## src/design/spi_slave_pkg.sv

```systemverilog
// Shared constants for the register-access SPI slave
// Widths, register map and command byte layout
`default_nettype none

package spi_slave_pkg;

    // ------------------------------------------------------------------
    // Word and frame sizes
    // ------------------------------------------------------------------
    // One register and one byte on the wire
    localparam int SPI_DATA_W = 8;
    localparam int SPI_ADDR_W = 3;
    localparam int SPI_NUM_REGS = 8;
    // Command byte plus data byte
    localparam int SPI_FRAME_BITS = 16;

    // ------------------------------------------------------------------
    // Command byte and register map
    // ------------------------------------------------------------------
    // Set means write, clear means read; bits 6:3 are don't care
    localparam int SPI_CMD_WRITE_BIT = 7;
    // Register 0 reads back this identity byte
    localparam logic [SPI_DATA_W-1:0] SPI_ID_VALUE = 8'hA5;
    // Register that drives the gpio pins
    localparam logic [SPI_ADDR_W-1:0] SPI_GPIO_ADDR = 3'd1;

    // Flops per pin in the input synchronizers
    localparam int SPI_SYNC_STAGES = 2;

endpackage

`default_nettype wire

```

## src/design/spi_frame_engine.sv

```systemverilog
// SPI frame engine for 16-bit command plus data frames
// Counts sample edges, decodes the command byte and shifts read data to miso
`timescale 1ns/100ps
`default_nettype none

module spi_frame_engine
    import spi_slave_pkg::*;
(
    input  logic                  clk,
    input  logic                  rst,
    input  logic                  sample_stb,
    input  logic                  shift_stb,
    input  logic                  frame_start,
    input  logic                  frame_end,
    input  logic                  selected,
    input  logic                  mosi_sync,
    input  logic [SPI_DATA_W-1:0] rd_data,
    output logic [SPI_ADDR_W-1:0] rd_addr,
    output logic                  wr_en,
    output logic [SPI_ADDR_W-1:0] wr_addr,
    output logic [SPI_DATA_W-1:0] wr_data,
    output logic                  miso,
    output logic                  miso_oe
);

    // Sample count, saturates at a full frame
    logic [4:0]            bit_cnt;
    logic                  cnt_full;
    // Receive shifter, MSB first
    logic [SPI_DATA_W-1:0] rx_shift;
    logic [SPI_DATA_W-1:0] rx_next;

    // Latched command byte
    logic                  cmd_write;
    logic [SPI_ADDR_W-1:0] cmd_addr;

    // Sample strobes that close the command and data bytes
    logic                  cmd_done;
    logic                  data_done;

    // Transmit side
    logic [2:0]            tx_idx;
    logic                  tx_busy;

    assign cnt_full  = (bit_cnt == 5'(SPI_FRAME_BITS));
    assign rx_next   = {rx_shift[SPI_DATA_W-2:0], mosi_sync};
    assign cmd_done  = sample_stb && (bit_cnt == 5'(SPI_DATA_W - 1));
    assign data_done = sample_stb && (bit_cnt == 5'(SPI_FRAME_BITS - 1));

    // ------------------------------------------------------------------
    // Receive path
    // ------------------------------------------------------------------
    always_ff @(posedge clk or posedge rst) begin
        if (rst) begin
            bit_cnt <= '0;
        end else if (frame_start || frame_end) begin
            bit_cnt <= '0;
        end else if (sample_stb && !cnt_full) begin
            bit_cnt <= bit_cnt + 5'd1;
        end
    end

    // Bits beyond the 16th leave the shifter alone
    always_ff @(posedge clk) begin
        if (sample_stb && !cnt_full) begin
            rx_shift <= rx_next;
        end
    end

    // Command byte is complete on the 8th sample
    always_ff @(posedge clk or posedge rst) begin
        if (rst) begin
            cmd_write <= 1'b0;
            cmd_addr  <= '0;
        end else if (frame_start || frame_end) begin
            cmd_write <= 1'b0;
        end else if (cmd_done) begin
            cmd_write <= rx_next[SPI_CMD_WRITE_BIT];
            // Bits 6:3 are dropped here
            cmd_addr  <= rx_next[SPI_ADDR_W-1:0];
        end
    end

    // ------------------------------------------------------------------
    // Write port
    // ------------------------------------------------------------------
    // One-cycle pulse right after the 16th sample strobe
    // A short frame never reaches data_done, so it writes nothing
    always_ff @(posedge clk or posedge rst) begin
        if (rst) begin
            wr_en <= 1'b0;
        end else begin
            wr_en <= data_done && cmd_write;
        end
    end

    // Shifter holds the full data byte while wr_en is high
    assign wr_addr = cmd_addr;
    assign wr_data = rx_shift;
    assign rd_addr = cmd_addr;

    // ------------------------------------------------------------------
    // Transmit path
    // ------------------------------------------------------------------
    // miso holds 0 through the command byte
    // Eight shift strobes after the command carry bits 7 down to 0
    always_ff @(posedge clk or posedge rst) begin
        if (rst) begin
            miso    <= 1'b0;
            tx_idx  <= '0;
            tx_busy <= 1'b0;
        end else if (frame_start || frame_end) begin
            miso    <= 1'b0;
            tx_busy <= 1'b0;
        end else if (cmd_done) begin
            tx_idx  <= 3'(SPI_DATA_W - 1);
            tx_busy <= 1'b1;
        end else if (shift_stb && tx_busy) begin
            miso   <= rd_data[tx_idx];
            tx_idx <= tx_idx - 3'd1;
            // Last data bit placed, later shift edges are ignored
            if (tx_idx == 3'd0) begin
                tx_busy <= 1'b0;
            end
        end
    end

    // Drive the line only while chip select is seen low
    assign miso_oe = selected;

endmodule

`default_nettype wire

```

## src/design/spi_pin_sync.sv

```systemverilog
// SPI pin synchronizer and edge detector
// Turns sck and cs_n into one-cycle sample, shift and frame strobes in clk
`timescale 1ns/100ps
`default_nettype none

module spi_pin_sync
    import spi_slave_pkg::*;
(
    input  logic clk,
    input  logic rst,
    input  logic sck,
    input  logic cs_n,
    input  logic mosi,
    input  logic cpha,
    output logic mosi_sync,
    output logic sample_stb,
    output logic shift_stb,
    output logic frame_start,
    output logic frame_end,
    output logic selected
);

    // Synchronizer chains, oldest sample in the top bit
    logic [SPI_SYNC_STAGES-1:0] sck_sync;
    logic [SPI_SYNC_STAGES-1:0] cs_sync;
    logic [SPI_SYNC_STAGES-1:0] mosi_pipe;

    // Edge register stage
    logic sck_d;
    logic cs_d;
    logic mosi_d;

    logic sck_s;
    logic cs_s;
    logic sck_rise;
    logic sck_fall;

    assign sck_s = sck_sync[SPI_SYNC_STAGES-1];
    assign cs_s  = cs_sync[SPI_SYNC_STAGES-1];

    // Clock polarity is fixed at idle low
    assign sck_rise = sck_s & ~sck_d;
    assign sck_fall = ~sck_s & sck_d;

    // ------------------------------------------------------------------
    // Two flops per pin, then one edge register
    // ------------------------------------------------------------------
    always_ff @(posedge clk or posedge rst) begin
        if (rst) begin
            sck_sync    <= '0;
            cs_sync     <= '1;
            mosi_pipe   <= '0;
            sck_d       <= 1'b0;
            cs_d        <= 1'b1;
            mosi_d      <= 1'b0;
            sample_stb  <= 1'b0;
            shift_stb   <= 1'b0;
            frame_start <= 1'b0;
            frame_end   <= 1'b0;
        end else begin
            sck_sync  <= {sck_sync[SPI_SYNC_STAGES-2:0], sck};
            cs_sync   <= {cs_sync[SPI_SYNC_STAGES-2:0], cs_n};
            mosi_pipe <= {mosi_pipe[SPI_SYNC_STAGES-2:0], mosi};
            sck_d     <= sck_s;
            cs_d      <= cs_s;
            // Delayed with the strobes so data lines up with sample_stb
            mosi_d    <= mosi_pipe[SPI_SYNC_STAGES-1];
            // cpha 0 samples on rising sck, cpha 1 on falling sck
            // No sck edge counts while the slave is deselected
            sample_stb  <= (cpha ? sck_fall : sck_rise) & ~cs_s;
            shift_stb   <= (cpha ? sck_rise : sck_fall) & ~cs_s;
            frame_start <= cs_d & ~cs_s;
            frame_end   <= ~cs_d & cs_s;
        end
    end

    assign mosi_sync = mosi_d;
    // Level, valid in step with frame_start and frame_end
    assign selected  = ~cs_d;

endmodule

`default_nettype wire

```

## src/design/spi_reg_file.sv

```systemverilog
// SPI slave register bank
// Identity byte at address 0, gpio register at 1, scratch registers above
`timescale 1ns/100ps
`default_nettype none

module spi_reg_file
    import spi_slave_pkg::*;
(
    input  logic                  clk,
    input  logic                  rst,
    input  logic                  wr_en,
    input  logic [SPI_ADDR_W-1:0] wr_addr,
    input  logic [SPI_DATA_W-1:0] wr_data,
    input  logic [SPI_ADDR_W-1:0] rd_addr,
    output logic [SPI_DATA_W-1:0] rd_data,
    output logic [SPI_DATA_W-1:0] gpio_out
);

    // Writable registers only, address 0 has no storage
    logic [SPI_DATA_W-1:0] regs [1:SPI_NUM_REGS-1];

    logic wr_ok;

    // Address 0 is read-only, writes there vanish
    assign wr_ok = wr_en && (wr_addr != '0);

    // ------------------------------------------------------------------
    // Write port
    // ------------------------------------------------------------------
    always_ff @(posedge clk or posedge rst) begin
        if (rst) begin
            for (int i = 1; i < SPI_NUM_REGS; i++) begin
                regs[i] <= '0;
            end
        end else if (wr_ok) begin
            regs[wr_addr] <= wr_data;
        end
    end

    // ------------------------------------------------------------------
    // Read port
    // ------------------------------------------------------------------
    // Combinational, the frame engine samples it at its shift strobes
    always_comb begin
        if (rd_addr == '0) begin
            rd_data = SPI_ID_VALUE;
        end else begin
            rd_data = regs[rd_addr];
        end
    end

    // gpio pins follow register 1 directly
    assign gpio_out = regs[SPI_GPIO_ADDR];

endmodule

`default_nettype wire

```

## src/design/spi_slave_top.sv

```systemverilog
// Register-access SPI slave, top level
// Pin synchronizer, frame engine and register bank in the clk domain
`timescale 1ns/100ps
`default_nettype none

module spi_slave_top
    import spi_slave_pkg::*;
(
    input  logic                  clk,
    input  logic                  rst,
    input  logic                  sck,
    input  logic                  cs_n,
    input  logic                  mosi,
    input  logic                  cpha,
    output logic                  miso,
    output logic                  miso_oe,
    output logic [SPI_DATA_W-1:0] gpio_out
);

    // Synchronizer to frame engine
    logic mosi_sync;
    logic sample_stb;
    logic shift_stb;
    logic frame_start;
    logic frame_end;
    logic selected;

    // Frame engine to register bank
    logic [SPI_ADDR_W-1:0] rd_addr;
    logic [SPI_DATA_W-1:0] rd_data;
    logic                  wr_en;
    logic [SPI_ADDR_W-1:0] wr_addr;
    logic [SPI_DATA_W-1:0] wr_data;

    // ------------------------------------------------------------------
    // Pin front end
    // ------------------------------------------------------------------
    spi_pin_sync i_spi_pin_sync (
        .clk         (clk),
        .rst         (rst),
        .sck         (sck),
        .cs_n        (cs_n),
        .mosi        (mosi),
        .cpha        (cpha),
        .mosi_sync   (mosi_sync),
        .sample_stb  (sample_stb),
        .shift_stb   (shift_stb),
        .frame_start (frame_start),
        .frame_end   (frame_end),
        .selected    (selected)
    );

    // ------------------------------------------------------------------
    // Frame decode and register bank
    // ------------------------------------------------------------------
    spi_frame_engine i_spi_frame_engine (
        .clk         (clk),
        .rst         (rst),
        .sample_stb  (sample_stb),
        .shift_stb   (shift_stb),
        .frame_start (frame_start),
        .frame_end   (frame_end),
        .selected    (selected),
        .mosi_sync   (mosi_sync),
        .rd_data     (rd_data),
        .rd_addr     (rd_addr),
        .wr_en       (wr_en),
        .wr_addr     (wr_addr),
        .wr_data     (wr_data),
        .miso        (miso),
        .miso_oe     (miso_oe)
    );

    spi_reg_file i_spi_reg_file (
        .clk      (clk),
        .rst      (rst),
        .wr_en    (wr_en),
        .wr_addr  (wr_addr),
        .wr_data  (wr_data),
        .rd_addr  (rd_addr),
        .rd_data  (rd_data),
        .gpio_out (gpio_out)
    );

endmodule

`default_nettype wire

```

## config.mk

```make
export PLATFORM = sky130hd
export DESIGN_NAME = spi_slave_top
export DESIGN_NICKNAME = d
export VERILOG_FILES = /design/src/design/spi_slave_pkg.sv /design/src/design/spi_frame_engine.sv /design/src/design/spi_pin_sync.sv /design/src/design/spi_reg_file.sv /design/src/design/spi_slave_top.sv
export SDC_FILE = /design/constraint.sdc
export NUM_CORES = 1
export LEC_CHECK = 0
export BUFFER_PORTS_ARGS = -buffer_cell sky130_fd_sc_hd__buf_4
export CAP_MARGIN = 10
export CORE_MARGIN = 2
export CORE_UTILIZATION = 40
export CTS_BUF_LIST = sky130_fd_sc_hd__clkbuf_4
export CTS_CLUSTER_SIZE = 16
export DETAILED_ROUTE_END_ITERATION = 16
export PLACE_DENSITY = 0.59
export SYNTH_ARGS = -nofsm -noshare
export SYNTH_HDL_FRONTEND = slang
export SYNTH_SLANG_ARGS = --single-unit
```

## constraint.sdc

```tcl
create_clock -name clk -period 4.38 [get_ports clk]
set_input_delay 0.657 -clock clk [delete_from_list [all_inputs] [get_ports clk]]
set_output_delay 0.657 -clock clk [all_outputs]
set_load 0.01 [all_outputs]
```

==> metrics.md, run 1 <==
| Metric | Value |
|---|---|
| Status | finished clean |
| Setup Fix Bufs, Post-CTS | 0 |
| Synth Flop Type | dfrtp_1 |
| R2R Setup Slk | around 2.0 ns |
| Pwr/cell area | between 300 and 400 mW/mm^2 |
| Asr flop ratio synth | 0.913 |
| FP Rows | 36 |
| GRT overflow | 0 |
| CP delay by family, top | compound AO/OA/AOI/OAI gates |
| Drt wl/cell | about 18 um |
| Die span in x | around 110 um |
| Crit path depth | 6 |
| CP required | 4.71 ns |
| Clk sinks | 92 |
| Port Buf Inserts | 15 |
| R2R depth | 6 |
| Critical Path Source Type | flip-flop |
| Mapped Area | roughly 0.0041 mm^2 |
| Crit share post-route | 0.544 |
| Layout cells sized above 1 | 0.170 |
| CP max stage cell | dfrtp_1 |
| Initial antenna violation count | 0 |
| Total power | ~1.4 mW |
| Core outline area | approximately 0.01 mm^2 |
| Switching Fraction | 0.221 |
| Gpl congestion | 0.796 |
| Clock skew | 0.0240 ns |
| Placed cell areas | between 0.004 and 0.005 mm^2 |
| CP cell instances | mux2_4 -> a22o_1 -> a2111oi_2 -> o21bai_1 -> a32o_1 -> a31o_1 |
| Syn Area/Cell | 13.1 um^2 |
| Share of the synthesized area in the top cell type | 0.494 |
| Setup Crit Path Kind | flip-flop to flip-flop |
| Total GRT Usage | 0.157 |
| Synth-to-Final Area Change | 7.46% |
| Final min period | ~2.4 ns |
| Later-pin clock latency in the skew report | roughly 0.44 ns |
| Hold Violations, Final | 0 |
| Sequential area share after synthesis | 0.571 |
| VDD IR-drop max | ~0.00016 V |
| Synthesis Warnings | 0 |
| Critical Path End Type | flip-flop |
| Crit path DAT | about 2.7 ns |
| Final ANT Viol Nets | 0 |
| CTS tree | done |
| H-tree depth | 3 |
| CP peak stage delay | about 0.86 ns |
| Vias per std cell | between 5 and 6 |
| CP startpoint | i_spi_frame_engine.rd_addr[1] |
| Final core area utilization | 0.447 |
| Max Clk Rate | about 420 MHz |
| Vias | between 2000 and 2500 |
| RSZ-0062 raised after global routing | false |
| Die height | 105 um |
| Worst path bufs/invs | 0 |
| Reg2Reg Launch Point | i_spi_frame_engine.rd_addr[1] |
| Nets | roughly 330 |
| Design Area, Final | about 0.0044 mm^2 |
| Most common library cells after synthesis | dfrtp_1 (81), mux2_1 (57), a21oi_1 (15) |
| Final setup vio count | 0 |
| DR pass1 iterations | 4 |
| Leak | 2.12 nW |
| Reg2reg end | i_spi_frame_engine.miso |
| Total negative slack | 0 ns |
| Max-cap violations | 0 |
| Vias in the first global route | around 2500 |
| Clk slew on worst S/H paths | about 0.13 ns |
| Initial Utilization | 0.416 |
| Ranking of synthesized cells by area | dfrtp_1 (49%), mux2_1 (16%), edfxtp_1 (5.9%), mux2_2 (3.3%), dfstp_2 (1.9%) |
| Number of diodes | 0 |
| Clock power frac | 0.335 |
| Die Area | roughly 0.011 mm^2 |
| Hold Path Class | primary input to flip-flop |
| Synth area leader | dfrtp_1 |
| Final count of pins violating max slew | 0 |
| Netlist cell types | 47 |
| Pin count of the biggest net entering global routing | 57 |
| Yosys reg bits | 92 |
| Hold slack | 0.311 ns |
| Number of synthesized flops with an enable pin | 8 |
| Net Count, Synth | between 300 and 400 |
| First-pass GRT wire length | 13300 um |
| Max_slew headroom | 0.386 |
| Sequential power share | 0.639 |
| 1st-iter DRT viols | 174 |
| Clk buf depth | 2 |
| Clock root buffer | clkbuf_4 |
| Post-CTS Resized | 0 |
| Ports | 16 |
| Most common cell in the netlist | dfrtp_1 |
| Hold buffer count at cts | 0 |
| Power Internal | 1.07 mW |
| Worst setup path end | i_spi_frame_engine.miso |
| Combinational share of power | 0.026 |
| Drt drc | 0 |
| Crit-path max FO | 23 |
| P_sw | between 0.3 and 0.4 mW |
| Drt total wl | roughly 8100 um |
| CTS Buf Count | 9 |
| Post-DP HPWL | about 5400 um |
| Synth Instances | around 310 |
| Worst-Margin Slew | 0.920 ns |
| WHS Path Cells | 1 |
cells in the final DEF (no fill, tap or decap), types with 3 or more instances in the layout:
| master | count |
|---|---|
| dfrtp_1 | 81 |
| mux2_1 | 57 |
| buf_4 | 17 |
| a21oi_1 | 15 |
| nand2_1 | 14 |
| nor2_1 | 13 |
| mux2_2 | 12 |
| clkbuf_4 | 12 |
| edfxtp_1 | 8 |
| nand3_1 | 7 |
| inv_1 | 7 |
| a22oi_1 | 6 |
| nor2b_1 | 5 |
| o21ai_0 | 5 |
| mux2i_1 | 5 |
| ha_1 | 5 |
| nand4_1 | 3 |
| nand3b_1 | 3 |
| and3_1 | 3 |
| o211ai_1 | 3 |
| dfstp_2 | 3 |
registers in the layout, summed over array words and instances, names as in the netlist, 2 cells and up:
| register | flops |
|---|---|
| i_spi_frame_engine.wr_data | 8 |
| i_spi_pin_sync.cs_sync | 2 |
| i_spi_pin_sync.sck_sync | 2 |
| i_spi_frame_engine.bit_cnt | 5 |
| i_spi_pin_sync.mosi_pipe | 2 |
| i_spi_frame_engine.tx_idx | 3 |
| i_spi_frame_engine.rd_addr | 3 |
| i_spi_reg_file.regs | 48 |
| i_spi_reg_file.gpio_out | 8 |
worst min path at each step:
stage,from,endpoint
6_report,cs_n,i_spi_pin_sync.cs_sync[0]
5_1_grt,cs_n,i_spi_pin_sync.cs_sync[0]
4_1_cts,cs_n,i_spi_pin_sync.cs_sync[0]
3_5_place_dp,i_spi_pin_sync.mosi_pipe[0],i_spi_pin_sync.mosi_pipe[1]
3_3_place_gp,i_spi_pin_sync.mosi_pipe[0],i_spi_pin_sync.mosi_pipe[1]
2_1_floorplan,i_spi_pin_sync.mosi_pipe[0],i_spi_pin_sync.mosi_pipe[1]
cells by family after synthesis:
logic type / after synthesis / synth area share
buf+inv: 31 / 0.0387
xor+xnor: 3 / 0.00640
compound gates: 45 / 0.0750
flops: 92 / 0.571
mux: 77 / 0.216
fa+ha+maj: 5 / 0.0152
simple gates: 60 / 0.0774
power groups by stage:
stage	Sequential (mW)	Clock (mW)	Combinational, mW
after global routing	0.884	0.518	0.0418
after detailed placement	0.898	0	0.0376
after CTS	0.882	0.480	0.0375
after floorplan	0.894	0	0.0243
final	0.882	0.463	0.0354
after global placement	0.898	0	0.0370
layer usage:
metal  GRT usage  vias up  wire [um]
met5           0        -          0
met1       0.213     1221       3750
li1            -     1135          -
met3      0.0371       11        308
met2       0.252       42       3960
met4      0.0476        0        123
stage by stage:
stage          setup WS (ns)  std cells
6_report                2.00        456
4_1_cts                 1.99        456
3_3_place_gp            2.02        440
2_1_floorplan           1.56        313
3_5_place_dp            2.03        440
5_1_grt                 1.88        456
layout make-up:
class                   count  area (um^2)
inverters                   8         31.3
clock inverters             4         50.0
repair buffers             17          128
fillers                   912         5450
well taps                 133          166
multi-input cells         190         1600
clock buffers              12         90.1
flip-flops and latches     92         2350
Power figures use the tool's default switching activity.
==> run 2, diff against run 1 <==
Clock period 4.38 ns to 2.4 ns, I/O delays scaled along.
==> run 2 against run 1 <==
  * Via count rose by 2.9%
  * Global-route usage increased by 0.26 points
  * Largest cell class unchanged
  * Final area up 3.3%
  * Die area unchanged
  * Sequential power is 83% higher
==> metrics.md, run 2 (synthesized netlist as in run 1, its figures left out) <==
| Metric | Value |
|---|---|
| Status | finished clean |
| Max_slew headroom | 0.614 (+0.228) |
| Reg2reg end | i_spi_reg_file.regs[40] |
| Crit share post-route | 0.881 (+0.337) |
| CTS Buf Count | 9 (unchanged) |
| WHS Path Cells | 3 (+2) |
| Commonest non-fill, non-tap cells in the layout | dfrtp_1 (81), mux2_1 (57), buf_4 (28), a21oi_1 (15), nand2_1 (14) |
| Hold Startpoint | cpha |
| Crit-path max FO | 22 (-4.3%) |
| DR pass1 iterations | 4 (unchanged) |
| Pwr/cell area | 556 mW/mm^2 (+78%) |
| Initial Utilization | 0.416 (unchanged) |
| Vias | 2479 (+2.9%) |
| Post-DP HPWL | 5770 um (+6.6%) |
| Critical Path End Type | flip-flop |
| Later-pin clock latency in the skew report | 0.45 ns (about the same) |
| First-pass GRT wire length | 13600 um (+2.4%) |
| Final min period | 2.11 ns (-0.269 ns) |
| Total GRT Usage | 0.160 (+0.00260) |
| Drt wl/cell | 17.6 um (-1.5%) |
| Clock skew | 0.0205 ns (-0.00354 ns) |
| Gpl congestion | 0.837 (+5.2%) |
| Max-cap violations | 0 (unchanged) |
| Hold Violations, Final | 0 (unchanged) |
| Post-CTS Resized | 0 (unchanged) |
| Clock root buffer | clkbuf_4 |
| Final core area utilization | 0.462 (+0.0148) |
| Initial antenna violation count | 0 (unchanged) |
| Most common cell after layout, fill and taps aside | dfrtp_1 |
| H-tree depth | 3 (unchanged) |
| 1st-iter DRT viols | 134 (-23%) |
| Drt total wl | 8300 um (+1.9%) |
| Design Area, Final | 0.00456 mm^2 (+3.3%) |
| Vias per std cell | 5.25 (-0.58%) |
| Biggest register | i_spi_reg_file.regs |
| Hold Path Class | primary input to flip-flop |
| Vias in the first global route | 2541 (+3.5%) |
| Leak | 2.20 nW (+3.5%) |
| Multi-input logic area | 0.00160 mm^2 (unchanged) |
| CTS tree | done |
| Clk sinks | 92 (unchanged) |
| Layout cells sized above 1 | 0.201 (+0.0303) |
| Min-Delay Endpoint | i_spi_pin_sync.shift_stb |
| Crit path DAT | 2.44 ns (-0.28 ns) |
| Hold buffer count at cts | 4 (+4) |
| Synth-to-Final Area Change | 11.0% |
| Setup Fix Bufs, Post-CTS | 0 (unchanged) |
| Clk slew on worst S/H paths | 0.15 ns (+0.02 ns) |
| Worst-Margin Slew | 0.580 ns (-0.340 ns) |
| Ports | 16 (unchanged) |
| Critical Path Source Type | flip-flop |
| Drt drc | 0 (unchanged) |
| Die height | 105 um (unchanged) |
| R2R Setup Slk | 0.29 ns (-1.71 ns) |
| Port Buf Inserts | 15 (unchanged) |
| Final setup vio count | 0 (unchanged) |
| Placed cell areas | 0.00438 mm^2 (+2.5%) |
| Die span in x | 105 um (unchanged) |
| R2R depth | 4 (-2) |
| Core outline area | 0.00986 mm^2 (unchanged) |
| Number of diodes | 0 (unchanged) |
| Final ANT Viol Nets | 0 (unchanged) |
| Fill count | 903 (-0.99%) |
| Pin count of the biggest net entering global routing | 36 (-37%) |
| RSZ-0062 raised after global routing | false |
| VDD IR-drop max | 0.000290 V (+78%) |
| Final count of pins violating max slew | 0 (unchanged) |
| CP required | 2.72 ns (-1.99 ns) |
| Largest register FFs | 48 (unchanged) |
| Setup Crit Path Kind | flip-flop to flip-flop |
| Max Clk Rate | 473 MHz (+13%) |
| Reg2Reg Launch Point | i_spi_frame_engine.rd_addr[1] |
| Total negative slack | 0 ns (unchanged) |
| FP Rows | 36 (unchanged) |
| GRT overflow | 0 (unchanged) |
| Register area | 0.00235 mm^2 (unchanged) |
| Die Area | 0.0111 mm^2 (unchanged) |
| Clk buf depth | 2 (unchanged) |
| Nets | 345 (+4.9%) |
run 2: changes by cell type in the layout (fill, tap and decap cells not counted):
cell	change
clkinv_2	+1
buf_12	+1
clkinv_1	-1
buf_4	+11
clkbuf_4	-3
clkinvlp_4	+1
dlygate4sd3_1	+4
inv_6	+2
run 2: worst max-delay path: stages (launching register included):
cell	delay, ns
dfrtp_1	0.40
buf_4	0.27
nor2b_1	0.38
and3b_1	0.56
mux2_1	0.37
run 2: worst max-delay path by stage:
stage / from / to / slack [ns]
after detailed placement: i_spi_frame_engine.rd_addr[1] / i_spi_reg_file.regs[47] / 0.31
final: i_spi_frame_engine.rd_addr[1] / i_spi_reg_file.regs[40] / 0.29
after global routing: i_spi_frame_engine.rd_addr[1] / i_spi_reg_file.regs[47] / 0.17
after CTS: i_spi_frame_engine.rd_addr[1] / i_spi_reg_file.regs[40] / 0.28
after global placement: i_spi_frame_engine.rd_addr[1] / i_spi_reg_file.regs[40] / 0.30
after floorplan: i_spi_frame_engine.rd_addr[1] / i_spi_frame_engine.miso / 0.58
run 2: power breakdown:
| part | switching (mW) | internal [mW] | leakage (nW) | total, mW |
|---|---|---|---|---|
| sequential | 0.0193 | 1.59 | 1.22 | 1.61 |
| clock | 0.528 | 0.323 | 0.0767 | 0.851 |
| combinational | 0.0489 | 0.0262 | 0.900 | 0.0751 |
| total | 0.596 | 1.94 | 2.20 | 2.54 |
run 2: stage by stage:
stage	power, mW	setup slack [ns]	hold slack (ns)	cells
floorplan	1.68	0.582	0.331	313
global placement	1.71	0.302	0.332	452
detailed placement	1.71	0.312	0.340	452
CTS	2.58	0.275	0.158	472
global route	2.65	0.169	0.166	472
finish	2.54	0.285	0.194	472
run 2: layer usage:
layer | track usage | vias up | wire (um)
li1 | - | 1169 | -
met4 | 0.0486 | 0 | 163
met5 | 0 | - | 0
met3 | 0.0470 | 15 | 268
met1 | 0.219 | 1259 | 3910
met2 | 0.246 | 36 | 3960
run 2: area by class of cell:
class	instances	share of cell area
Tap cell	133	0.0365
Clock inverter	7	0.0162
Sequential cell	92	0.515
Timing Repair Buffer	33	0.0593
Inverter	8	0.00741
Multi-Input combinational cell	190	0.351
Clock buffer	9	0.0148
